### config.mk
export PLATFORM = sky130hd
export DESIGN_NAME = bus_timer
export DESIGN_NICKNAME = d
export VERILOG_FILES = /design/src/verilog/sys_pkg.sv /design/src/verilog/bus_timer.sv
export VERILOG_INCLUDE_DIRS = /design/src /design/src/include
export SDC_FILE = /design/constraint.sdc
export NUM_CORES = 1
export LEC_CHECK = 0
export BUFFER_PORTS_ARGS = -buffer_cell sky130_fd_sc_hd__buf_2
export CORE_MARGIN = 5
export CORE_UTILIZATION = 45
export CTS_CLUSTER_DIAMETER = 150
export CTS_CLUSTER_SIZE = 10
export DETAILED_ROUTE_END_ITERATION = 10
export GPL_TIMING_DRIVEN = 0
export SLEW_MARGIN = 40
export SYNTH_ARGS = -nofsm -noshare
export SYNTH_HDL_FRONTEND = slang
export SYNTH_SLANG_ARGS = --single-unit
export TNS_END_PERCENT = 1
### constraint.sdc
create_clock -name clk_sys_i -period 6 [get_ports clk_sys_i]
set_clock_uncertainty 0.2 [all_clocks]
set_input_delay 0 -clock clk_sys_i [delete_from_list [all_inputs] [get_ports clk_sys_i]]
set_output_delay 0 -clock clk_sys_i [all_outputs]
set_load 0.02 [all_outputs]
### src/include/sys_settings.svh
/*
  bus fabric settings
  - data path widths and source tag width
  - device memory map with a 64 KiB window per device
  - register offsets inside the simctrl and timer windows
  - data RAM depth in words
*/

`ifndef SYS_SETTINGS_SVH
`define SYS_SETTINGS_SVH

// data path
`define SYS_ADDR_W 32
`define SYS_DATA_W 32
`define SYS_SRC_W 8

// data RAM, 64 KiB
`define SYS_RAM_WORDS 16384

// memory map
`define SYS_RAM_BASE 32'h0010_0000
`define SYS_SIMCTRL_BASE 32'h0002_0000
`define SYS_TIMER_BASE 32'h0003_0000
`define SYS_DEV_MASK 32'hFFFF_0000

// simctrl registers
`define SYS_SIMCTRL_CHAR 32'h0000_0000
`define SYS_SIMCTRL_HALT 32'h0000_0008

// timer registers
`define SYS_TIMER_MTIME_LO 32'h0000_0000
`define SYS_TIMER_MTIME_HI 32'h0000_0004
`define SYS_TIMER_CMP_LO 32'h0000_0008
`define SYS_TIMER_CMP_HI 32'h0000_000C

`endif

### src/verilog/sys_pkg.sv
/*
  shared bus types
  - address, data, byte mask and source tag vectors
  - A and D channel opcodes
  - decoded device and adapter state enums
*/

`include "sys_settings.svh"

package sys_pkg;

  typedef logic [`SYS_ADDR_W-1:0] addr_t;
  typedef logic [`SYS_DATA_W-1:0] data_t;
  typedef logic [`SYS_DATA_W/8-1:0] be_t;
  typedef logic [`SYS_SRC_W-1:0] src_t;

  // A channel opcodes, only the UL subset
  typedef enum logic [2:0] {
    PutFullData    = 3'h0,
    PutPartialData = 3'h1,
    Get            = 3'h4
  } tl_a_op_e;

  typedef enum logic [2:0] {
    AccessAck     = 3'h0,
    AccessAckData = 3'h1
  } tl_d_op_e;

  typedef enum logic [1:0] {
    Ram,
    SimCtrl,
    Timer,
    NoDevice
  } bus_device_e;

  typedef enum logic [1:0] {
    Idle,
    Access,
    Respond
  } adapter_state_e;

endpackage
### src/verilog/bus_timer.sv
/*
  machine timer
  - free-running 64-bit mtime, reset to zero
  - 64-bit mtimecmp, reset to all ones
  - both readable and byte-writable as two words
  - registered interrupt level while mtime >= mtimecmp
*/

`include "sys_settings.svh"

module bus_timer (
  input  logic           clk_sys_i,
  input  logic           rst_n_i,
  input  logic           req_i,
  input  logic           we_i,
  input  sys_pkg::be_t   be_i,
  input  sys_pkg::addr_t addr_i,
  input  sys_pkg::data_t wdata_i,
  output logic           rvalid_o,
  output sys_pkg::data_t rdata_o,
  output logic           irq_o
);

  logic [63:0]    mtime_q;
  logic [63:0]    mtimecmp_q;
  logic           irq_q;
  logic           wr_en;
  sys_pkg::addr_t offset;

  // byte lanes of new_w under the mask, rest from old_w
  function automatic sys_pkg::data_t merge_bytes(sys_pkg::data_t old_w,
                                                 sys_pkg::data_t new_w,
                                                 sys_pkg::be_t   be);
    sys_pkg::data_t res;
    res = old_w;
    for (int i = 0; i < `SYS_DATA_W / 8; i++) begin
      if (be[i]) begin
        res[8*i +: 8] = new_w[8*i +: 8];
      end
    end
    return res;
  endfunction

  assign offset = addr_i & ~(`SYS_DEV_MASK);
  assign wr_en  = req_i & we_i;

  always_ff @(posedge clk_sys_i or negedge rst_n_i) begin
    if (!rst_n_i) begin
      mtime_q    <= '0;
      mtimecmp_q <= '1;
      irq_q      <= 1'b0;
      rvalid_o   <= 1'b0;
    end else begin
      rvalid_o <= req_i;
      irq_q    <= (mtime_q >= mtimecmp_q);
      // a write to mtime takes the place of the increment
      if (wr_en && offset == `SYS_TIMER_MTIME_LO) begin
        mtime_q <= {mtime_q[63:32], merge_bytes(mtime_q[31:0], wdata_i, be_i)};
      end else if (wr_en && offset == `SYS_TIMER_MTIME_HI) begin
        mtime_q <= {merge_bytes(mtime_q[63:32], wdata_i, be_i), mtime_q[31:0]};
      end else begin
        mtime_q <= mtime_q + 64'd1;
      end
      if (wr_en && offset == `SYS_TIMER_CMP_LO) begin
        mtimecmp_q[31:0] <= merge_bytes(mtimecmp_q[31:0], wdata_i, be_i);
      end
      if (wr_en && offset == `SYS_TIMER_CMP_HI) begin
        mtimecmp_q[63:32] <= merge_bytes(mtimecmp_q[63:32], wdata_i, be_i);
      end
    end
  end

  always_ff @(posedge clk_sys_i) begin
    if (req_i) begin
      case (offset)
        `SYS_TIMER_MTIME_LO: rdata_o <= mtime_q[31:0];
        `SYS_TIMER_MTIME_HI: rdata_o <= mtime_q[63:32];
        `SYS_TIMER_CMP_LO:   rdata_o <= mtimecmp_q[31:0];
        `SYS_TIMER_CMP_HI:   rdata_o <= mtimecmp_q[63:32];
        default:             rdata_o <= '0;
      endcase
    end
  end

  assign irq_o = irq_q;

endmodule

==> metrics.md, run 1 <==
| Metric | Value |
|---|---|
| CTS Buf Count | `17` |
| Unrepaired setup endpoints after global routing | `no` |
| Worst slew margin | `43.6%` |
| Flops & latches, synth | `162` |
| Largest net degree at the start of global routing | `55` |
| I/O Buffers | `84` |
| Status | `finished, final reports clean` |
| Sink Count | `162` |
| Minimum clock period | `3.47 ns` |
| WP data arrival | `3.64 ns` |
| Reg clk slew, reported paths | `0.07 ns` |
| # fillers | `2004` |
| Die Height | `160 µm` |
| H-Tree Depth | `4` |
| Gr usage total | `25.7%` |
| Asr flop ratio synth | `80.2%` |
| Chip width | `160 µm` |
| Fin crit share | `57.9%` |
| Initial DRC count | `769` |
| Most common cell after layout, fill and taps aside | `nand2_1` |
| Synthesized Nets | `1159` |
| Leakage | `0.00519 µW` |
| Vias in the first global route | `8674` |
| Residual DRC | `0` |
| Final worst slack | `2.53 ns` |
| Post-synthesis cell count | `1022` |
| Post-Syn Area | `0.0101 mm²` |
| Max_cap viols | `0` |
| R2R setup slack | `2.93 ns` |
| Placer Congestion | `0.940` |
| Grt ovf | `0` |
| Area of the core | `0.0220 mm²` |
| Detail Route Antenna Nets | `0` |
| Worst endpoint required time | `6.17 ns` |
| Final Hold Viols | `0` |
| Nets | `1326` |
| Post-DP Area | `0.0110 mm²` |
| Post-synthesis sequential area ratio | `42.5%` |
| CP Capture Type | `register` |
| Endpoints failing setup | `0` |
| Initial core utilization | `46.0%` |
| PD cells | `212 mW/mm²` |
| Antenna Cells | `0` |
| Routed Wire Length | `32400 µm` |
| Pre-CTS setup slack | `3.08 ns` |
| First-pass GRT wire length | `51000 µm` |
| Max Slew Vio Count | `0` |
| Unique masters post-synth | `71` |
| Setup TNS | `0 ns` |
| Via count | `8767` |
| Routed WL per cell | `21.9 µm` |
| CTS tree | `built` |
| DP HPWL | `23300 µm` |
| Syn. warnings | `0` |
| Critical path class | `primary input to register` |
| Gates resized, CTS repair | `0` |
| EDFF count, synth | `32` |
| Post-Layout Inst Area | `0.0122 mm²` |
| Worst setup SP type | `primary input` |
| Fmax | `0.288 GHz` |
| Die area | `0.0256 mm²` |
| Initial antenna violation count | `0` |
| Worst VDD drop | `0.130 mV` |
| Clk buf depth | `2` |
| Crit path max fanout | `9` |
| Root Buffer | `clkbuf_16` |
| Min-delay worst type | `primary input to register` |
| I/O pin count | `106` |
| Highest-count cells in the layout ignoring fill and taps | `nand2_1, buf_2, inv_1, nor2_1, a21oi_1` |
| Ratio of cells with drive above 1 in the final layout | `22.0%` |
| Worst Max-Slew Pin Slew | `0.846 ns` |
| Drt pass-1 iters | `5` |
| Post-Syn Area per Cell | `9.89 µm²` |
| FP Rows | `54` |
| Drt via density | `5.92` |
| Synthesis-to-finish area growth | `20.7%` |
| Skew-Pair Late Insertion Delay | `0.43 ns` |
| Hold Slack | `0.00707 ns` |
| Main synth FF type | `dfrtp_1` |
==> cell usage after synthesis, drive strengths merged (33+ instances only) <==
cell type	number	share of area, %
dfstp	64	17
ha	65	8.0
nor2	77	3.0
nor2b	34	2.1
dfrtp	66	16
nand2	107	4.1
mux2	33	3.7
a21oi	71	3.5
nand3	33	1.8
inv	76	2.8
nor3	35	1.9
o21ai	74	3.7
==> routing by layer <==
layer / wire (µm) / global-route usage, % / vias to the layer above
li1: - / - / 4092
met1: 14100 / 35.8 / 4259
met2: 14700 / 40.3 / 364
met3: 2800 / 6.42 / 52
met4: 745 / 7.16 / 0
met5: 0 / 0 / -
==> power breakdown <==
| part | total, µW | internal [µW] | switching [µW] |
|---|---|---|---|
| clock network | 1180 | 717 | 459 |
| logic | 214 | 102 | 112 |
| registers | 1190 | 1150 | 42.0 |
| total | 2580 | 1970 | 612 |
==> state kept, by name, summed over array words and instances (netlist names) <==
name,cells
rvalid_o,1
mtimecmp_q,64
irq_o,1
mtime_q,64
rdata_o,32
==> worst paths after layout <==
path,startpoint,to,cells past startpoint
min in group asynchronous,rst_n_i,mtimecmp_q[51],3
hold reg to reg,mtimecmp_q[27],mtimecmp_q[27],2
setup reg to reg,mtime_q[16],mtime_q[38],8
max in group asynchronous,rst_n_i,mtime_q[10],4
setup / recovery,addr_i[9],mtimecmp_q[8],12
hold / removal,addr_i[15],rdata_o[8],4
==> through the flow <==
step / utilization, % / cells / power, µW
global placement: 49.5 / 1386 / 1400
floorplan: - / 1022 / 1300
CTS: 55.6 / 1482 / 2600
finish: 55.6 / 1482 / 2580
global route: 55.6 / 1482 / 2670
detailed placement: 49.9 / 1388 / 1400
==> cells by family after synthesis <==
kind of cell / share of synthesized area [%]
AND/OR/NAND/NOR: 19.4
buffers and inverters: 4.82
AO/OA/AOI/OAI: 13.9
multiplexers: 10.8
adder cells (fa/ha/maj): 8.05
XOR/XNOR: 0.520
flip-flops: 42.5
==> critical path, stage by stage <==
cell           delay (ns)
dlygate4sd3_1        0.53
buf_2                0.12
nor2_1               0.09
dlygate4sd3_1        0.57
nand4_2              0.30
or3_4                0.56
nor2_1               0.36
and2_1               0.19
buf_2                0.19
nand2_1              0.08
dlygate4sd3_1        0.56
o21ai_1              0.08
==> timing repair <==
item | 4_1_cts | 5_1_grt
hold buffers | 62 | 0
setup buffers | 0 | 0
hold endpoints to repair | 270 | 0
==> final cells by class <==
type | count | area (µm²) | share of cell area (%)
Multi-Input combinational cell | 744 | 5330 | 43.7
Sequential cell | 162 | 4290 | 35.2
Timing Repair Buffer | 148 | 1110 | 9.09
Clock buffer | 22 | 464 | 3.81
Tap cell | 280 | 350 | 2.87
Inverter | 76 | 285 | 2.34
Buffer | 40 | 210 | 1.72
Clock inverter | 10 | 156 | 1.28
(Power assumes the default switching activity.)
==> run 2: changes to the inputs <==
clock period = 3.6 ns   (was 6 ns; I/O delays follow)
==> metrics.md, run 2 (synthesized netlist as in run 1, its figures left out) <==
| Metric | Value |
|---|---|
| Synthesis-to-finish area growth | `20.8% (about the same)` |
| Crit path max fanout | `9 (unchanged)` |
| Most common cell after layout, fill and taps aside | `nand2_1` |
| Pre-CTS setup slack | `0.681 ns (-2.40 ns)` |
| Unrepaired setup endpoints after global routing | `no` |
| PD cells | `353 mW/mm² (+67%)` |
| Vias in the first global route | `8674 (unchanged)` |
| Total power after layout | `4300 µW (+67%)` |
| Critical path class | `primary input to register` |
| Final Hold Viols | `0 (unchanged)` |
| Largest net degree at the start of global routing | `55 (unchanged)` |
| FP Rows | `54 (unchanged)` |
| Reg clk slew, reported paths | `0.07 ns (about the same)` |
| Drt pass-1 iters | `6 (+1)` |
| Worst endpoint required time | `3.77 ns (-2.40 ns)` |
| Sink Count | `162 (unchanged)` |
| H-Tree Depth | `4 (unchanged)` |
| CTS tree | `built` |
| Max_cap viols | `0 (unchanged)` |
| Worst slew margin | `43.3% (-0.30 points)` |
| I/O pin count | `106 (unchanged)` |
| Final worst slack | `0.254 ns (-2.27 ns)` |
| Delay-heaviest family, CP | `buffers and inverters` |
| Setup TNS | `0 ns (unchanged)` |
| Leakage | `0.00519 µW (about the same)` |
| Initial antenna violation count | `0 (unchanged)` |
| Residual DRC | `0 (unchanged)` |
| Biggest regs | `mtime_q x64, mtimecmp_q x64, rdata_o x32` |
| Worst path slowest cell | `dlygate4sd3_1` |
| Clk buf depth | `2 (unchanged)` |
| Minimum clock period | `3.35 ns` |
| Via count | `8805 (+0.43%)` |
| CP dominant cell by count | `dlygate4sd3_1` |
| Largest stage delay on the critical path | `0.57 ns (about the same)` |
| Initial DRC count | `747 (-2.9%)` |
| DP HPWL | `23300 µm (unchanged)` |
| Drt via density | `5.94 (+0.43%)` |
| Status | `finished, final reports clean` |
| Worst VDD drop | `0.217 mV (+67%)` |
| Min-delay worst type | `primary input to register` |
| Area of the core | `0.0220 mm² (unchanged)` |
| Nets | `1326 (unchanged)` |
| HP Start | `addr_i[15]` |
| First-pass GRT wire length | `51000 µm (unchanged)` |
| Fin crit share | `93.0%` |
| CP cell instances | `dlygate4sd3_1, buf_2, nor2_1, dlygate4sd3_1, nand4_2, or3_4, nor2_2, and2_1, buf_2, nand2_1, dlygate4sd3_1, o21ai_1` |
| Highest-count cells in the layout ignoring fill and taps | `nand2_1, buf_2, inv_1, nor2_1, a21oi_1` |
| # fillers | `2003 (-0.050%)` |
| Fmax | `0.299 GHz` |
| WP buf/inv | `5 (unchanged)` |
| I/O Buffers | `84 (unchanged)` |
| Die area | `0.0256 mm² (unchanged)` |
| Placer Congestion | `0.940 (unchanged)` |
| Post-CTS setup buffers | `0 (unchanged)` |
| Chip width | `160 µm (unchanged)` |
| Worst Max-Slew Pin Slew | `0.851 ns (+0.00449 ns)` |
| Gr usage total | `25.7% (unchanged)` |
| Antenna Cells | `0 (unchanged)` |
| Routed WL per cell | `21.9 µm (+0.12%)` |
| Die Height | `160 µm (unchanged)` |
| Ratio of cells with drive above 1 in the final layout | `22.1% (+0.083 points)` |
| Routed Wire Length | `32400 µm (+0.12%)` |
| CP Capture Type | `register` |
| Max Slew Vio Count | `0 (unchanged)` |
| Initial core utilization | `46.0% (unchanged)` |
| Endpoints failing setup | `0 (unchanged)` |
| CTS Buf Count | `17 (unchanged)` |
| WP data arrival | `3.52 ns (-0.12 ns)` |
| Skew-Pair Late Insertion Delay | `0.44 ns (about the same)` |
| Root Buffer | `clkbuf_16` |
| Grt ovf | `0 (unchanged)` |
| Detail Route Antenna Nets | `0 (unchanged)` |
| RR Startpoint | `mtime_q[16]` |
| Critical path startpoint | `addr_i[9]` |
| Worst setup SP type | `primary input` |
run 2: cell counts in the layout (fill, tap and decap cells not counted):
No cell type changed its count.
run 2: path summary, 6_finish.rpt:
| check | to | slack [ns] | cells past startpoint |
|---|---|---|---|
| worst max-delay path | mtimecmp_q[8] | 0.25 | 12 |
| worst min-delay path | rdata_o[8] | 0.001 | 4 |
| worst max register to register | mtime_q[38] | 0.54 | 8 |
| worst min register to register | mtimecmp_q[27] | 0.30 | 2 |
| max in group asynchronous | mtime_q[10] | 1.94 | 4 |
| min in group asynchronous | mtimecmp_q[51] | 0.53 | 3 |
run 2: power breakdown:
| part | switching, µW | total (µW) | internal, µW |
|---|---|---|---|
| Clock | 766 | 1960 | 1190 |
| Sequential | 71.9 | 1990 | 1920 |
| Combinational | 187 | 357 | 170 |
run 2: area by class of cell:
class / instances / area, µm² / area share (%)
clock buffers: 22 / 464 / 3.80
plain buffers: 40 / 210 / 1.72
well taps: 280 / 350 / 2.87
repair buffers: 148 / 1110 / 9.09
multi-input cells: 744 / 5330 / 43.7
flip-flops and latches: 162 / 4290 / 35.2
clock inverters: 10 / 156 / 1.28
inverters: 76 / 285 / 2.34
run 2: timing repair:
item                                    4_1_cts  5_1_grt
resized for setup                             0        1
endpoints found under the setup margin        0        2
hold buffers                                 62        0
hold endpoints to repair                    270        0
run 2: layer usage:
metal	track usage (%)	part of all wire, %	vias to the layer above
li1	-	-	4094
met2	40.3	46	359
met4	7.16	2.1	0
met5	0	0	-
met3	6.42	7.9	43
met1	35.8	44	4309
run 2: stage by stage:
step                      hold slack [ns]  utilization, %  instance area [µm²]  std cells
after floorplan                    -0.496               -                10100       1022
after global placement             0.0456            49.5                10900       1386
after detailed placement           -0.342            49.9                11000       1388
after CTS                        0.000989            55.6                12200       1482
after global routing               0.0167            55.6                12200       1482
final                             0.00137            55.6                12200       1482
run 2: worst min-delay path, cell delays in order:
cell and delay [ns]:
buf_2 0.08, nor4_1 0.04, nand4_2 0.25, nor2b_1 0.10
