File: src/include/sys_settings.svh
/*
  bus fabric settings
  - data path widths and source tag width
  - device memory map with a 64 KiB window per device
  - register offsets inside the simctrl and timer windows
  - data RAM depth in words
*/

`ifndef SYS_SETTINGS_SVH
`define SYS_SETTINGS_SVH

// data path
`define SYS_ADDR_W 32
`define SYS_DATA_W 32
`define SYS_SRC_W 8

// data RAM, 64 KiB
`define SYS_RAM_WORDS 16384

// memory map
`define SYS_RAM_BASE 32'h0010_0000
`define SYS_SIMCTRL_BASE 32'h0002_0000
`define SYS_TIMER_BASE 32'h0003_0000
`define SYS_DEV_MASK 32'hFFFF_0000

// simctrl registers
`define SYS_SIMCTRL_CHAR 32'h0000_0000
`define SYS_SIMCTRL_HALT 32'h0000_0008

// timer registers
`define SYS_TIMER_MTIME_LO 32'h0000_0000
`define SYS_TIMER_MTIME_HI 32'h0000_0004
`define SYS_TIMER_CMP_LO 32'h0000_0008
`define SYS_TIMER_CMP_HI 32'h0000_000C

`endif

File: src/verilog/sys_pkg.sv
/*
  shared bus types
  - address, data, byte mask and source tag vectors
  - A and D channel opcodes
  - decoded device and adapter state enums
*/

`include "sys_settings.svh"

package sys_pkg;

  typedef logic [`SYS_ADDR_W-1:0] addr_t;
  typedef logic [`SYS_DATA_W-1:0] data_t;
  typedef logic [`SYS_DATA_W/8-1:0] be_t;
  typedef logic [`SYS_SRC_W-1:0] src_t;

  // A channel opcodes, only the UL subset
  typedef enum logic [2:0] {
    PutFullData    = 3'h0,
    PutPartialData = 3'h1,
    Get            = 3'h4
  } tl_a_op_e;

  typedef enum logic [2:0] {
    AccessAck     = 3'h0,
    AccessAckData = 3'h1
  } tl_d_op_e;

  typedef enum logic [1:0] {
    Ram,
    SimCtrl,
    Timer,
    NoDevice
  } bus_device_e;

  typedef enum logic [1:0] {
    Idle,
    Access,
    Respond
  } adapter_state_e;

endpackage
File: src/verilog/sim_ctrl.sv
/*
  simulation control device
  - character output strobe on writes to CHAR
  - sticky halt level set through HALT
  - HALT readable, all other offsets read zero
*/

`include "sys_settings.svh"

module sim_ctrl (
  input  logic           clk_sys_i,
  input  logic           rst_n_i,
  input  logic           req_i,
  input  logic           we_i,
  input  sys_pkg::be_t   be_i,
  input  sys_pkg::addr_t addr_i,
  input  sys_pkg::data_t wdata_i,
  output logic           rvalid_o,
  output sys_pkg::data_t rdata_o,
  output logic           char_valid_o,
  output logic [7:0]     char_o,
  output logic           halt_o
);

  sys_pkg::addr_t offset;
  logic           halt_q;
  logic           halt_set;

  assign offset = addr_i & ~(`SYS_DEV_MASK);

  // character goes out in the strobe cycle
  assign char_valid_o = req_i & we_i & be_i[0] & (offset == `SYS_SIMCTRL_CHAR);
  assign char_o       = wdata_i[7:0];

  assign halt_set = req_i & we_i & be_i[0] & wdata_i[0] & (offset == `SYS_SIMCTRL_HALT);

  always_ff @(posedge clk_sys_i or negedge rst_n_i) begin
    if (!rst_n_i) begin
      halt_q   <= 1'b0;
      rvalid_o <= 1'b0;
    end else begin
      rvalid_o <= req_i;
      if (halt_set) begin
        halt_q <= 1'b1;
      end
    end
  end

  always_ff @(posedge clk_sys_i) begin
    if (req_i) begin
      rdata_o <= (offset == `SYS_SIMCTRL_HALT) ? {{(`SYS_DATA_W-1){1'b0}}, halt_q} : '0;
    end
  end

  assign halt_o = halt_q;

endmodule

File: config.mk
export PLATFORM = sky130hd
export DESIGN_NAME = sim_ctrl
export DESIGN_NICKNAME = d
export VERILOG_FILES = /design/src/verilog/sys_pkg.sv /design/src/verilog/sim_ctrl.sv
export VERILOG_INCLUDE_DIRS = /design/src /design/src/include
export SDC_FILE = /design/constraint.sdc
export NUM_CORES = 1
export LEC_CHECK = 0
export ABC_CLOCK_PERIOD_IN_PS = 800
export BUFFER_PORTS_ARGS = -buffer_cell sky130_fd_sc_hd__buf_4
export CORE_MARGIN = 2
export CORE_UTILIZATION = 20
export CTS_BUF_LIST = sky130_fd_sc_hd__clkbuf_16
export DETAILED_ROUTE_END_ITERATION = 12
export PLACE_DENSITY = 0.77
export SYNTH_ARGS = -nofsm -noshare
export SYNTH_HDL_FRONTEND = slang
export SYNTH_SLANG_ARGS = --single-unit
File: constraint.sdc
create_clock -name clk_sys_i -period 0.8 [get_ports clk_sys_i]
set_input_delay 0.08 -clock clk_sys_i [delete_from_list [all_inputs] [get_ports clk_sys_i]]
set_output_delay 0.08 -clock clk_sys_i [all_outputs]
set_load 0.02 [all_outputs]
==> summary.md, run 1 <==
| Metric | Value |
|---|---|
| DR vias/cell | 3.37 |
| Met3 WL | roughly 230 um |
| DP Wirelength | around 920 um |
| Gate power share | 24.4% |
| Min cycle time layout | 1.11 ns |
| Crit. End Element | output pin |
| Peak supply drop | between 0.001 and 0.0015 V |
| Clock power frac | between 60 and 70% |
| Net switching power | roughly 340 uW |
| Final Hold Vio Count | 0 |
| Layout cell share with drive strength beyond 1 | around 47% |
| Hold endpoint | rvalid_o |
| Number of global-route vias before repair | between 300 and 400 |
| CP most frequent cell | buf_6 |
| Critical path's slowest cell | nor4_4 |
| CTS tree | done |
| Seq. cell area | 81.3 um^2 |
| Kind of critical path | in2out |
| Fillers | around 230 |
| Initial core utilization | between 20% and 30% |
| Max Fanout on Critical Path | 2 |
| Cell chain of the critical path | buf_6 -> nor4_4 -> nand4_1 -> nor3_4 -> buf_6 |
| Max H-tree Level | 1 |
| Status | complete, but fails checks |
| Detail Route Antenna Nets | 0 |
| Max-capacitance violation count | 0 |
| Global placement routability congestion | between 0.5 and 0.6 |
| Largest stage delay, worst path | 0.31 ns |
| Initial detailed-routing violation count | 8 |
| Top Metal Used | met4 |
| Reg-to-Reg Start | halt_o |
| Simple logic cell fraction of the synthesized area | a little under a fifth |
| Antenna violations before repair | 0 |
| Final Util | 32.1% |
| Area delta synth->final | 51.2% |
| Die H | 52.7 um |
| WP data arrival | 1.03 ns |
| Ys Warns | 0 |
| TritonRoute pass-1 iters | 2 |
| Largest net degree at the start of global routing | 5 |
| Placed Cells | between 100 and 150 |
| Via count | 367 |
| Die width | ~53 um |
| Hold Path Class | in2reg |
| R2r setup slk | 0.05 ns |
| Endpoints failing setup | 3 |
| Failing checks | negative setup slack |
| Gr usage total | under 10% |
| Area of the core | approximately 2200 um^2 |
| Leakage | 0.366 nW |
| Sequential share of the synthesized area | 16.9% |
| N_diodes | 0 |
| Routed wire length per instance | ~11 um |
| Residual DRC count | 0 |
| Worst Hold Launch | req_i |
| Adder-Cell Fraction of Synth Area | 0% |
| Non-Filler Instances | between 100 and 150 |
| Worst skew pair latency | between 0.2 and 0.25 ns |
| Final worst setup slack | -0.313 ns |
| Global-route wire length before repair | between 1 and 1.5 mm |
| Power Internal | about 920 uW |
| Critical Path RT | 0.72 ns |
| Final Instance Area | around 720 um^2 |
| Die area | roughly 2800 um^2 |
| Synth cell types | 13 |
| R2r endpoint | rdata_o[0] |
| Max-slew violations | 0 |
| Yosys reg bits | 3 |
| Peak Freq | roughly 900 MHz |
| CTS buffer count | 3 |
| Complex-gate fraction of the synthesized area | between 1 and 1.5% |
| Clk slew on worst S/H paths | 0.03 ns |
| Cell area power density | ~1800 nW/um^2 |
| Total power | around 1.3 mW |
| Nets | ~150 |
| Synthesized area | between 400 and 500 um^2 |
| Std-Cell Rows | 17 |
| Synth Area in XOR/XNOR | 0% |
| Main combinational cell family by area after synthesis | buffers and inverters |
| Syn Inst Count | 56 |
| Post-synthesis mux area share | 0% |
| Post-route met1 wirelength | approximately 300 um |
| Worst R2R Path Depth | 2 |
| DRT Wirelength | 1.22 mm |
| Dpl cell area | ~570 um^2 |
| Metal2 WL | 643 um |
| Crit start category | primary input |
| CTS Sinks | 3 |
| Max Buffers Root-to-Sink | 2 |
| Port Buffers | 26 |
| Avg Inst Size Synth | between 8 and 9 um^2 |
| Fin crit share | 139% |
| Multi-input gate area | ~250 um^2 |
| Flop pwr share | a little over an eighth |
| Worst Hold Depth | 1 |
| RSZ-0062 raised after global routing | true |
| Root Driver | clkbuf_16 |
| Top Ports | around 120 |
| GRT Residual Overflow | 0 |
| Clock skew | 0.000273 ns |
| Switching power share of the total | approximately 27% |
## routing by layer
metal	vias up	track usage, %
met1	157	4.95
li1	164	-
met5	-	0
met4	0	10.7
met2	42	12.5
met3	4	4.29
## worst max path at each step
| stage | endpoint | slack [ns] | startpoint | cells after the start |
|---|---|---|---|---|
| 3_3_place_gp | char_valid_o | -0.29 | addr_i[5] | 5 |
| 5_1_grt | char_valid_o | -0.35 | addr_i[13] | 5 |
| 3_5_place_dp | char_valid_o | -0.32 | addr_i[13] | 5 |
| 2_1_floorplan | char_valid_o | -0.09 | addr_i[9] | 3 |
| 6_report | char_valid_o | -0.31 | addr_i[13] | 5 |
| 4_1_cts | char_valid_o | -0.28 | addr_i[14] | 5 |
## synth_stat cells
cell type / instances / area share [%]
buf_4: 39 / 62
nand3_1: 1 / 1.1
conb_1: 1 / 0.79
nor2_1: 1 / 0.79
nor4_2: 3 / 7.9
nor4b_1: 1 / 1.8
inv_1: 1 / 0.79
dfrtp_1: 2 / 11
nor3_2: 1 / 2.1
edfxtp_1: 1 / 6.3
nand4_1: 3 / 4.0
o21ai_1: 1 / 1.1
nor3_1: 1 / 1.1
## cell usage in the layout (no fill, tap or decap)
master         netlist  final
inv_1                1      2
conb_1               1     31
edfxtp_1             1      1
dlygate4sd3_1        0      1
nor2_1               1      1
nand4_1              3      3
nor4_4               0      3
buf_6                0     11
o21ai_1              1      1
clkbuf_16            0      3
dfrtp_1              2      1
nand3_1              1      1
nor3_1               1      1
buf_4               39     18
nor3_4               0      1
nor4b_2              0      1
dfrtp_2              0      1
## state kept, by name (all words and copies together), names as in the netlist
register / cells
rvalid_o: 1
rdata_o: 1
halt_o: 1
## through the flow
stage | TNS, ns | hold slack [ns] | setup slack [ns]
after global routing | -0.471 | 0.00816 | -0.351
final | -0.374 | 0.00179 | -0.313
after floorplan | -0.0919 | -0.216 | -0.0919
after detailed placement | -0.613 | -0.136 | -0.320
after CTS | -0.353 | 0.00495 | -0.277
after global placement | -0.505 | -0.138 | -0.288
## kinds of logic (layout without fill, tap and decap cells)
family,after synthesis,after routing
other cells,1,31
buf+inv,40,35
simple gates,11,11
flops,3,3
compound gates,1,1
## power by group through the flow
stage          Clock, mW  Sequential (mW)  Combinational (mW)
2_1_floorplan          0            0.175               0.316
3_3_place_gp           0            0.168               0.272
3_5_place_dp           0            0.169               0.278
4_1_cts            0.792            0.168               0.290
5_1_grt            0.794            0.168               0.325
6_report           0.783            0.168               0.307
## worst max-delay path: cells and delay by family
family / cells / cell delay (ns)
buffers and inverters: 2 / 0.24
and+or+nand+nor: 3 / 0.73
## area by class of cell
type	count	area share (%)
Clock inverter	1	0.524
Tap cell	28	4.89
Timing Repair Buffer	30	37.5
Sequential cell	3	11.3
Inverter	1	0.524
Clock buffer	3	10.5
Multi-Input combinational cell	43	34.7
## what timing repair did
action                                  4_1_cts  5_1_grt
gates resized for setup                       7        5
hold buffers                                  1        0
hold endpoints to repair                      2        0
buffers inserted                              0        2
endpoints found under the setup margin        4        6
pin swaps                                     5        5
No activity file was read; power rests on OpenSTA's default activity.
==> inputs of run 2 (changes only) <==
ABC_AREA = 1   (was not set)
PLACE_DENSITY = 0.75   (was 0.77)
==> summary.md, run 2 <==
| Metric | Value |
|---|---|
| TritonRoute pass-1 iters | 3 (+1) |
| Synth cell types | 9 (-4) |
| Top Ports | 115 (unchanged) |
| Max-slew violations | 0 (unchanged) |
| Synth Flop Type | dfrtp_1 |
| DRT Wirelength | 978 um (-20%) |
| Die H | 53.8 um (+2.2%) |
| N_diodes | 0 (unchanged) |
| CTS buffer count | 3 (unchanged) |
| Layout cell share with drive strength beyond 1 | 50.5% (+3.6 points) |
| Final Instance Area | 811 um^2 (+13%) |
| Fin crit share | 103% (-36 points) |
| Die width | 53.8 um (+2.2%) |
| Pre-CTS WS | -0.107 ns (+0.213 ns) |
| DR vias/cell | 3.26 (-3.2%) |
| Post-synth top cells | 39 x buf_4, 13 x nor2_1, 8 x nand2_1 |
| Global placement routability congestion | 0.563 (+9.5%) |
| Global-route wire length before repair | 1.26 mm (-1.6%) |
| WP buf/inv | 1 (-1) |
| Leakage | 0.418 nW (+14%) |
| Final worst setup slack | -0.0266 ns (+0.286 ns) |
| Synth area leader | buf_4 |
| Residual DRC count | 0 (unchanged) |
| DP Wirelength | 764 um (-17%) |
| Switching power share of the total | 26.2% (-0.69 points) |
| Clock skew | 0.0000239 ns (-0.000249 ns) |
| Fin Setup TNS | -0.0310 ns (+0.343 ns) |
| Syn Inst Count | 73 (+30%) |
| Initial core utilization | 20.6% (-0.62 points) |
| CTS Sinks | 3 (unchanged) |
| Std-Cell Rows | 18 (+1) |
| Total power | 1.27 mW (+0.66%) |
| Min cycle time layout | 0.827 ns (-0.286 ns) |
| Hold Path Class | in2reg |
| Ys Warns | 0 (unchanged) |
| Power Internal | 935 uW (+1.6%) |
| Peak supply drop | 0.00104 V (-19%) |
| Via count | 427 (+16%) |
| Synthesized area | 497 um^2 (+4.7%) |
| Dpl cell area | 551 um^2 (-2.7%) |
| Max Fanout on Critical Path | 2 (unchanged) |
| Most numerous cell in the Yosys netlist | buf_4 |
| Initial detailed-routing violation count | 1 (-7) |
| Critical Path RT | 0.72 ns (about the same) |
| Avg Inst Size Synth | 6.80 um^2 (-20%) |
| Clock power frac | 61.1% (-1.2 points) |
| Port Buffers | 26 (unchanged) |
| WP data arrival | 0.75 ns (-0.28 ns) |
| Area of the core | 2410 um^2 (+7.9%) |
| Critical path's top delay family | flip-flops |
| Crit start category | register |
| Cell area power density | 1560 nW/um^2 (-11%) |
| Async set-reset flop share out of synthesis | 66.7% (unchanged) |
| Sequential share of the synthesized area | 16.1% (-0.77 points) |
| Largest stage delay, worst path | 0.40 ns (+0.09 ns) |
| Routed wire length per instance | 7.47 um (-33%) |
| Synth area leaders | buf_4 59%, dfrtp_1 10%, nor2_1 9.8% |
| Largest net degree at the start of global routing | 4 (-1) |
| Max-capacitance violation count | 0 (unchanged) |
| CTS tree | done |
| Nets | 174 (+13%) |
| Clk slew on worst S/H paths | 0.03 ns (about the same) |
| Area delta synth->final | 63.2% |
| Peak Freq | 1210 MHz (+35%) |
| Number of global-route vias before repair | 344 (+11%) |
| Commonest non-fill, non-tap cell in the layout | conb_1 |
| GRT Residual Overflow | 0 (unchanged) |
| Net switching power | 331 uW (-1.9%) |
| Die area | 2900 um^2 (+4.4%) |
| RSZ-0062 raised after global routing | true |
| Crit. End Element | output pin |
| Synth top area share | 58.9% (-2.8 points) |
| Failing checks | negative setup slack |
| Root Driver | clkbuf_16 |
| Gate power share | 25.6% (+1.2 points) |
| Placed Cells | 120 (+18%) |
| Non-Filler Instances | 131 (+20%) |
| Max Buffers Root-to-Sink | 2 (unchanged) |
| Antenna violations before repair | 0 (unchanged) |
| Kind of critical path | reg2out |
| Post-synth EDFFs | 1 (unchanged) |
| Cell chain of the critical path | buf_6 |
| Status | complete, but fails checks |
| Critical path's slowest cell | dfrtp_2 |
| Yosys reg bits | 3 (unchanged) |
| Gr usage total | 6.28% (-1.3 points) |
| Flop pwr share | 13.2% (about the same) |
| Worst skew pair latency | 0.22 ns (about the same) |
| Final Hold Vio Count | 0 (unchanged) |
| Max H-tree Level | 1 (unchanged) |
| Detail Route Antenna Nets | 0 (unchanged) |
| Endpoints failing setup | 3 (unchanged) |
| Most frequent cells in the layout | 31 x conb_1, 16 x buf_4, 15 x buf_6 |
==> run 2: layout make-up <==
class	instances	area [um^2]
fill	263	1600
timing repair buffer	33	309
multi-input combinational	56	285
sequential	3	81.3
clock buffer	3	75.1
tap	30	37.5
inverter	5	18.8
clock inverter	1	3.75
==> run 2: logic make-up after synthesis <==
| kind of cell | count (synthesis) | synth area share (%) |
|---|---|---|
| flip-flops | 3 | 16.1 |
| AND/OR/NAND/NOR | 25 | 20.4 |
| buffers and inverters | 44 | 62.7 |
| other | 1 | 0.755 |
==> run 2: path summary, 6_finish.rpt <==
kind | start | end | slack [ns] | cells after the start
worst max register to register | halt_o | rdata_o[0] | 0.04 | 2
worst max-delay path | halt_o | halt_o | -0.03 | 1
worst min-delay path | req_i | rdata_o[0] | 0.07 | 1
min in group asynchronous | rst_n_i | rvalid_o | 0.18 | 2
max in group asynchronous | rst_n_i | halt_o | 0.52 | 2
worst min register to register | halt_o | halt_o | 0.50 | 2
==> run 2: power by group through the flow <==
stage	sequential [mW]	combinational, mW	clock (mW)
after global routing	0.168	0.351	0.816
after global placement	0.168	0.251	0
after floorplan	0.175	0.320	0
final	0.167	0.325	0.774
after detailed placement	0.168	0.253	0
after CTS	0.167	0.277	0.787
==> run 2: layer usage <==
metal	global-route usage (%)	vias up	share of wire [%]
met2	10.6	38	56
met4	4.27	0	0
li1	-	201	-
met3	4.44	0	21
met5	0	-	0
met1	5.16	188	23
==> run 2: metrics by stage <==
| stage | utilization, % | hold slack, ns |
|---|---|---|
| 2_1_floorplan | - | -0.216 |
| 3_3_place_gp | 22.8 | -0.138 |
| 3_5_place_dp | 22.8 | -0.134 |
| 4_1_cts | 29.8 | 0.0729 |
| 5_1_grt | 33.6 | 0.0710 |
| 6_report | 33.6 | 0.0737 |
==> run 2: repair_timing <==
item / in CTS / in global routing
pin swaps: 8 / 13
resized for setup: 8 / 28
setup endpoints to repair: 4 / 6
hold buffers: 2 / 0
setup buffers: 5 / 0
endpoints found under the hold margin: 3 / 0
