`src/include/sys_settings.svh`:
```
/*
  bus fabric settings
  - data path widths and source tag width
  - device memory map with a 64 KiB window per device
  - register offsets inside the simctrl and timer windows
  - data RAM depth in words
*/

`ifndef SYS_SETTINGS_SVH
`define SYS_SETTINGS_SVH

// data path
`define SYS_ADDR_W 32
`define SYS_DATA_W 32
`define SYS_SRC_W 8

// data RAM, 64 KiB
`define SYS_RAM_WORDS 16384

// memory map
`define SYS_RAM_BASE 32'h0010_0000
`define SYS_SIMCTRL_BASE 32'h0002_0000
`define SYS_TIMER_BASE 32'h0003_0000
`define SYS_DEV_MASK 32'hFFFF_0000

// simctrl registers
`define SYS_SIMCTRL_CHAR 32'h0000_0000
`define SYS_SIMCTRL_HALT 32'h0000_0008

// timer registers
`define SYS_TIMER_MTIME_LO 32'h0000_0000
`define SYS_TIMER_MTIME_HI 32'h0000_0004
`define SYS_TIMER_CMP_LO 32'h0000_0008
`define SYS_TIMER_CMP_HI 32'h0000_000C

`endif

```
`src/verilog/sys_pkg.sv`:
```
/*
  shared bus types
  - address, data, byte mask and source tag vectors
  - A and D channel opcodes
  - decoded device and adapter state enums
*/

`include "sys_settings.svh"

package sys_pkg;

  typedef logic [`SYS_ADDR_W-1:0] addr_t;
  typedef logic [`SYS_DATA_W-1:0] data_t;
  typedef logic [`SYS_DATA_W/8-1:0] be_t;
  typedef logic [`SYS_SRC_W-1:0] src_t;

  // A channel opcodes, only the UL subset
  typedef enum logic [2:0] {
    PutFullData    = 3'h0,
    PutPartialData = 3'h1,
    Get            = 3'h4
  } tl_a_op_e;

  typedef enum logic [2:0] {
    AccessAck     = 3'h0,
    AccessAckData = 3'h1
  } tl_d_op_e;

  typedef enum logic [1:0] {
    Ram,
    SimCtrl,
    Timer,
    NoDevice
  } bus_device_e;

  typedef enum logic [1:0] {
    Idle,
    Access,
    Respond
  } adapter_state_e;

endpackage
```
`src/verilog/bus_adapter.sv`:
```
/*
  A/D channel to strobe bus adapter
  - accepts one A beat at a time and latches it
  - decodes the target device from the memory map
  - strobes the device for one cycle
  - holds the D response until it is taken, error for unmapped addresses
*/

`include "sys_settings.svh"

module bus_adapter (
  input  logic                     clk_sys_i,
  input  logic                     rst_n_i,
  input  logic                     a_valid_i,
  input  sys_pkg::tl_a_op_e        a_opcode_i,
  input  sys_pkg::addr_t           a_address_i,
  input  sys_pkg::be_t             a_mask_i,
  input  sys_pkg::data_t           a_data_i,
  input  sys_pkg::src_t            a_source_i,
  output logic                     a_ready_o,
  output logic                     d_valid_o,
  output sys_pkg::tl_d_op_e        d_opcode_o,
  output sys_pkg::data_t           d_data_o,
  output logic                     d_error_o,
  output sys_pkg::src_t            d_source_o,
  input  logic                     d_ready_i,
  output sys_pkg::addr_t           dev_addr_o,
  output logic                     dev_we_o,
  output sys_pkg::be_t             dev_be_o,
  output sys_pkg::data_t           dev_wdata_o,
  output logic                     ram_req_o,
  output logic                     simctrl_req_o,
  output logic                     timer_req_o,
  input  logic                     ram_rvalid_i,
  input  sys_pkg::data_t           ram_rdata_i,
  input  logic                     simctrl_rvalid_i,
  input  sys_pkg::data_t           simctrl_rdata_i,
  input  logic                     timer_rvalid_i,
  input  sys_pkg::data_t           timer_rdata_i
);

  sys_pkg::adapter_state_e state_q;
  sys_pkg::adapter_state_e state_d;
  sys_pkg::bus_device_e    a_dev;
  sys_pkg::bus_device_e    dev_q;
  logic                    a_ready_q;
  logic                    d_valid_q;
  logic                    a_fire;
  logic                    d_fire;
  logic                    rsp_valid;
  sys_pkg::data_t          rsp_rdata;
  sys_pkg::addr_t          addr_q;
  sys_pkg::be_t            be_q;
  sys_pkg::data_t          wdata_q;
  logic                    we_q;
  sys_pkg::src_t           src_q;
  sys_pkg::tl_d_op_e       d_opcode_q;
  sys_pkg::data_t          d_data_q;
  logic                    d_error_q;

  assign a_fire = a_valid_i & a_ready_q;
  assign d_fire = d_valid_q & d_ready_i;

  // address decode on the incoming beat
  always_comb begin
    if ((a_address_i & `SYS_DEV_MASK) == `SYS_RAM_BASE) begin
      a_dev = sys_pkg::Ram;
    end else if ((a_address_i & `SYS_DEV_MASK) == `SYS_SIMCTRL_BASE) begin
      a_dev = sys_pkg::SimCtrl;
    end else if ((a_address_i & `SYS_DEV_MASK) == `SYS_TIMER_BASE) begin
      a_dev = sys_pkg::Timer;
    end else begin
      a_dev = sys_pkg::NoDevice;
    end
  end

  // response from the device addressed by the latched beat
  always_comb begin
    case (dev_q)
      sys_pkg::Ram: begin
        rsp_valid = ram_rvalid_i;
        rsp_rdata = ram_rdata_i;
      end
      sys_pkg::SimCtrl: begin
        rsp_valid = simctrl_rvalid_i;
        rsp_rdata = simctrl_rdata_i;
      end
      sys_pkg::Timer: begin
        rsp_valid = timer_rvalid_i;
        rsp_rdata = timer_rdata_i;
      end
      default: begin
        rsp_valid = 1'b0;
        rsp_rdata = '0;
      end
    endcase
  end

  always_comb begin
    state_d = state_q;
    case (state_q)
      sys_pkg::Idle: begin
        if (a_fire) begin
          state_d = sys_pkg::Access;
        end
      end
      sys_pkg::Access: state_d = sys_pkg::Respond;
      sys_pkg::Respond: begin
        if (d_fire) begin
          state_d = sys_pkg::Idle;
        end
      end
      default: state_d = sys_pkg::Idle;
    endcase
  end

  always_ff @(posedge clk_sys_i or negedge rst_n_i) begin
    if (!rst_n_i) begin
      state_q   <= sys_pkg::Idle;
      a_ready_q <= 1'b0;
      d_valid_q <= 1'b0;
    end else begin
      state_q   <= state_d;
      // ready follows the state one edge ahead, low straight out of reset
      a_ready_q <= (state_d == sys_pkg::Idle);
      if (state_q == sys_pkg::Access && dev_q == sys_pkg::NoDevice) begin
        d_valid_q <= 1'b1;
      end else if (state_q == sys_pkg::Respond && !d_valid_q && rsp_valid) begin
        d_valid_q <= 1'b1;
      end else if (d_fire) begin
        d_valid_q <= 1'b0;
      end
    end
  end

  // latched beat and held response
  always_ff @(posedge clk_sys_i) begin
    if (a_fire) begin
      addr_q     <= a_address_i;
      be_q       <= a_mask_i;
      wdata_q    <= a_data_i;
      we_q       <= ~a_opcode_i[2];
      src_q      <= a_source_i;
      dev_q      <= a_dev;
      d_opcode_q <= a_opcode_i[2] ? sys_pkg::AccessAckData : sys_pkg::AccessAck;
    end
    if (state_q == sys_pkg::Access && dev_q == sys_pkg::NoDevice) begin
      d_data_q  <= '0;
      d_error_q <= 1'b1;
    end else if (state_q == sys_pkg::Respond && !d_valid_q && rsp_valid) begin
      d_data_q  <= we_q ? '0 : rsp_rdata;
      d_error_q <= 1'b0;
    end
  end

  assign a_ready_o     = a_ready_q;
  assign d_valid_o     = d_valid_q;
  assign d_opcode_o    = d_opcode_q;
  assign d_data_o      = d_data_q;
  assign d_error_o     = d_error_q;
  assign d_source_o    = src_q;

  assign dev_addr_o    = addr_q;
  assign dev_we_o      = we_q;
  assign dev_be_o      = be_q;
  assign dev_wdata_o   = wdata_q;
  assign ram_req_o     = (state_q == sys_pkg::Access) && (dev_q == sys_pkg::Ram);
  assign simctrl_req_o = (state_q == sys_pkg::Access) && (dev_q == sys_pkg::SimCtrl);
  assign timer_req_o   = (state_q == sys_pkg::Access) && (dev_q == sys_pkg::Timer);

endmodule

```
`config.mk`:
```
export PLATFORM = sky130hd
export DESIGN_NAME = bus_adapter
export DESIGN_NICKNAME = d
export VERILOG_FILES = /design/src/verilog/sys_pkg.sv /design/src/verilog/bus_adapter.sv
export VERILOG_INCLUDE_DIRS = /design/src /design/src/include
export SDC_FILE = /design/constraint.sdc
export NUM_CORES = 1
export LEC_CHECK = 0
export BUFFER_PORTS_ARGS = -buffer_cell sky130_fd_sc_hd__buf_2
export CORE_UTILIZATION = 35
export DETAILED_ROUTE_END_ITERATION = 8
export PLACE_DENSITY = 0.77
export SKIP_CTS_REPAIR_TIMING = 1
export SLEW_MARGIN = 20
export SYNTH_ARGS = -nofsm -noshare
export SYNTH_HDL_FRONTEND = slang
export SYNTH_SLANG_ARGS = --single-unit
```
`constraint.sdc`:
```
create_clock -name clk_sys_i -period 4.5 [get_ports clk_sys_i]
set_input_delay 0.9 -clock clk_sys_i [delete_from_list [all_inputs] [get_ports clk_sys_i]]
set_output_delay 0.9 -clock clk_sys_i [all_outputs]
set_load 0.03 [all_outputs]
```
==> flow_summary_export.csv, run 1 <==
group,metric,value,unit
finish,fillers,1171,
power,leakage,3.17,nW
setup_path,crit_path_end_kind,"output port",
clock_tree,cts-buffers-inserted,17,
place,hpwl,9.63,mm
synthesis,synth_top_area_share,50.2,%
power,power_density,553,nW/µm²
timing,fin_crit_sh,53.3,%
routing,num_vias,4116,
synthesis,yosys_warnings,0,
setup_path,worstSetupStartpointType,"register",
timing,max_freq,417,MHz
timing,rsz0062_at_grt,"no",
global_route,grt_overflow,0,
floorplan,core-area,13300,µm²
floorplan,die_x,119,µm
routing,drtAntennaViolNets,0,
finish,area_delta_synth_final,45.4,%
synthesis,async_reset_ff_share,3.42,%
finish,layout-drive-gt1-share,49.9,%
timing,worst_pin_slew,989,ps
setup_path,arrival,1500,ps
synthesis,ys_types,32,
global_route,grt_usage,18.3,%
clock_tree,htree_num_levels,4,
timing,hold_viol_final,0,
clock_tree,clk_latency,400,ps
synthesis,syn_inst,377,
place,pre_cts_ws,1870,ps
floorplan,rows,42,
power,peakVddDrop,482,µV
finish,final_nets,847,
outcome,status,"complete, no violations",
timing,fin_tns_setup,0,ps
finish,num_antenna_cells,0,
timing,fin_crit,2400,ps
routing,drt-initial-drc-count,276,
job,drv_cap,0,
clock_tree,cts_tree,"yes",
setup_path,path_class,"reg2out",
floorplan,start_util,36.0,%
timing,setup_viol,0,
timing,setup_ws,2100,ps
synthesis,syn-mean-instance-area,12.7,µm²
synthesis,synth_commonest_cells,"edfxtp_1, o21ai_0, a21oi_1",
floorplan,fp.dieH,119,µm
synthesis,synth-edff-count,80,
synthesis,yosysMostFrequentCell,"edfxtp_1",
synthesis,yosys_register_bits,117,
global_route,antenna_found_initial,0,
routing,vias_per_cell,4.82,
synthesis,ys_top_cells_by_area,"edfxtp_1, dfxtp_1, mux2i_1",
setup_path,regToRegSetupSlack,2430,ps
synthesis,synth_area,4780,µm²
synthesis,synth_flop_cell,"edfxtp_1",
global_route,grt_pass1_vias,3908,
timing,skew,6.32,ps
place,placed_area,6370,µm²
finish,final_cell_area,6950,µm²
timing,final_max_slew_viol_count,0,
setup_path,crit_required,3600,ps
routing,drt_pass1_iterations,4,
synthesis,synth_top_area_cell,"edfxtp_1",
finish,fin_util,52.3,%
synthesis,ys_seq_area_share,66.1,%
timing,holdWs,297,ps
setup_path,reg2reg_to,"d_error_o",
clock_tree,clkSinkCount,117,
global_route,grt_max_degree,82,
routing,totalWireLength,13.1,mm
hold_path,min-delay-path-class,"in2async",
clock_tree,clockBufferDepth,2,
clock_tree,clk_pin_slew,60,ps
timing,relSlewSlack,34.1,%
setup_path,reg2reg_depth,5,
floorplan,num_io_pins,300,
clock_tree,ctsRootBufferMaster,"clkbuf_16",
global_route,grt_pass1_wl,19.6,mm
place,port_buffers,295,
routing,wl_per_cell,15.4,µm
floorplan,die-area,14100,µm²
setup_path,crit_path_max_fanout,30,
place,place_congestion,0.736,
setup_path,reg2reg_from,"dev_q[1]",
routing,drc,0,
[cell type report]
type / instances / area, µm² / share of cell area (%)
clock inverters: 15 / 145 / 2.09
multi-input cells: 225 / 1460 / 20.9
repair buffers: 302 / 1540 / 22.1
clock buffers: 17 / 425 / 6.12
well taps: 176 / 220 / 3.17
inverters: 2 / 7.51 / 0.108
flip-flops and latches: 117 / 3160 / 45.5
[layer usage]
metal	share of wire, %	wire length, µm	vias to the layer above	GRT usage (%)
met5	0	0	-	0
met4	2.0	259	0	7.99
met3	8.5	1120	17	6.51
met2	52	6880	197	33.9
met1	37	4850	1903	18.3
li1	-	-	1999	-
[how the worst max path moves through the flow]
stage / slack (ps) / end / depth (start not counted) / startpoint
finish: 2100 / timer_req_o / 3 / dev_q[1]
global placement: 1910 / d_error_o / 5 / ram_rvalid_i
detailed placement: 1870 / d_error_o / 5 / ram_rvalid_i
floorplan: 1190 / a_ready_o / 3 / a_valid_i
CTS: 2070 / timer_req_o / 3 / dev_q[1]
global route: 1980 / timer_req_o / 3 / dev_q[1]
[cells by family after synthesis]
family,share of synthesized area [%]
buffers and inverters,3.87
other,0.0784
AOI/OAI and AO/OA,11.6
DFF,66.1
muxes,6.91
and+or+nand+nor,11.4
[metrics by stage]
| step | total power (W) | instances |
|---|---|---|
| final | 0.00385 | 854 |
| after global routing | 0.00401 | 854 |
| after CTS | 0.00389 | 853 |
| after detailed placement | 0.00258 | 821 |
| after global placement | 0.00257 | 821 |
| after floorplan | 0.00222 | 378 |
[flip-flops by register name (all words and copies together) (netlist names), 2 cells and up]
register	cells
state_q	2
d_source_o	8
dev_addr_o	32
dev_q	2
dev_be_o	4
dev_wdata_o	32
d_data_o	32
[report_power, final]
part	leakage (nW)	internal, W	switching, W
Sequential	1.07	0.00143	0.0000828
Combinational	1.83	0.000290	0.000754
Clock	0.273	0.000773	0.000521
Total	3.17	0.00249	0.00136
[cell usage in the layout (no fill, tap or decap), types with 3 or more instances in the layout]
cell type / n
a21oi_1: 34
buf_2: 295
buf_4: 6
clkbuf_16: 17
clkinvlp_4: 3
dfrtp_1: 4
dfxtp_1: 33
edfxtp_1: 80
inv_6: 5
mux2i_1: 33
nand2b_1: 5
nand3_1: 32
nand3b_1: 32
nor3_1: 3
nor3b_1: 3
o21ai_0: 65
[worst max-delay path: stages, from the launching register on]
cell,delay (ps)
edfxtp_1,320
buf_4,320
nor3b_1,210
buf_2,220
Power figures use the tool's default switching activity.
==> run 2: changes to the inputs <==
- PLACE_DENSITY: 0.77 -> 0.79
- clock period: 4.5 -> 2 ns (I/O delays scaled with it)
==> flow_summary_export.csv, run 2 (synthesis results as in run 1) <==
group,metric,value,unit
outcome,status,"complete, no violations",
finish,num_antenna_cells,0,
timing,final_max_slew_viol_count,0,
power,leakage,3.25,nW
finish,layout_common_cells,"buf_2, edfxtp_1, o21ai_0",
setup_path,arrival,1490,ps
routing,num_vias,4137,
timing,setup_ws,114,ps
global_route,grt_pass1_wl,19.9,mm
place,port_buffers,295,
clock_tree,cts_tree,"yes",
routing,vias_per_cell,4.80,
setup_path,worstSetupStartpointType,"register",
routing,totalWireLength,13.2,mm
finish,fin_util,53.6,%
setup_path,path_class,"reg2out",
setup_path,regToRegSetupSlack,270,ps
finish,fillers,1194,
floorplan,num_io_pins,300,
clock_tree,clk_latency,410,ps
routing,drc,0,
place,place_congestion,0.753,
routing,drtAntennaViolNets,0,
clock_tree,clk_pin_slew,60,ps
routing,drt_pass1_iterations,4,
timing,hold_viol_final,0,
clock_tree,cts-buffers-inserted,17,
timing,fin_crit,1890,ps
routing,wl_per_cell,15.3,µm
timing,rsz0062_at_grt,"no",
clock_tree,clockBufferDepth,2,
power,power_density,1250,nW/µm²
clock_tree,htree_num_levels,4,
timing,skew,6.58,ps
clock_tree,ctsRootBufferMaster,"clkbuf_16",
setup_path,crit_slowest_cell,"edfxtp_1",
routing,drt-initial-drc-count,194,
setup_path,cp-startpoint,"dev_q[1]",
hold_path,hold_start,"a_data_i[27]",
job,drv_cap,0,
place,pre_cts_ws,274,ps
global_route,grt_overflow,0,
setup_path,crit_path_end_kind,"output port",
power,peakVddDrop,766,µV
setup_path,reg2reg_to,"d_data_o[7]",
place,hpwl,9.63,mm
global_route,antenna_found_initial,1,
global_route,grt_pass1_vias,4090,
floorplan,start_util,36.0,%
floorplan,rows,42,
place,dp.cells,827,
setup_path,max_stage_delay,440,ps
finish,final_cells,862,
setup_path,crit_path_max_fanout,26,
global_route,grt_max_degree,73,
setup_path,reg2reg_depth,6,
setup_path,reg2reg_from,"dev_q[1]",
setup_path,crit_required,1600,ps
clock_tree,clkSinkCount,117,
timing,holdWs,165,ps
floorplan,fp.dieH,119,µm
timing,fin_crit_sh,94.3,%
timing,fin_tns_setup,0,ps
hold_path,min-delay-path-class,"in2reg",
finish,final_nets,855,
finish,layout-drive-gt1-share,50.4,%
floorplan,die-area,14100,µm²
timing,setup_viol,0,
finish,layout_commonest_cell,"buf_2",
setup_path,cp-endpoint,"timer_req_o",
floorplan,die_x,119,µm
global_route,grt_usage,18.7,%
finish,area_delta_synth_final,48.9,%
setup_path,cp_cell_sequence,"buf_8 -> nor3b_2 -> buf_2",
timing,max_freq,530,MHz
floorplan,core-area,13300,µm²
run 2: critical path: cells and delay by family, from the launching register on:
kind,cells,cell delay (ps)
buffers and inverters,2,460
flip-flops,1,440
AND/OR/NAND/NOR,1,180
run 2: how the worst min path moves through the flow:
stage                       to  slack (ps)  cells after the start
2_1_floorplan        a_ready_o         100                      0
3_3_place_gp         a_ready_o         210                      1
3_5_place_dp        state_q[1]         210                      1
4_1_cts             state_q[1]        -230                      1
5_1_grt        dev_wdata_o[20]         150                      1
6_report       dev_wdata_o[27]         170                      1
run 2: layout make-up:
class                      instances  area, µm²  share of cell area (%)
clock buffer                      17        425                    5.97
tap                              176        220                    3.09
multi-input combinational        225       1460                    20.6
inverter                           2       7.51                   0.105
clock inverter                    15        179                    2.51
sequential                       117       3160                    44.4
timing repair buffer             310       1660                    23.3
run 2: routing by layer:
layer | track usage [%] | vias up | part of all wire, %
met4 | 9.26 | 2 | 2.9
li1 | - | 2010 | -
met2 | 34.7 | 195 | 53
met5 | 0 | - | 0.076
met1 | 18.0 | 1905 | 35
met3 | 7.14 | 25 | 8.9
run 2: power breakdown:
group / switching [W] / internal (W)
registers: 0.000186 / 0.00320
clock network: 0.00110 / 0.00196
logic: 0.00172 / 0.000715
total: 0.00300 / 0.00588
run 2: through the flow:
step | cell area, µm² | total power [W]
floorplan | 4800 | 0.00498
global placement | 6480 | 0.00584
detailed placement | 6480 | 0.00588
CTS | 7090 | 0.00897
global route | 7120 | 0.00925
finish | 7120 | 0.00888
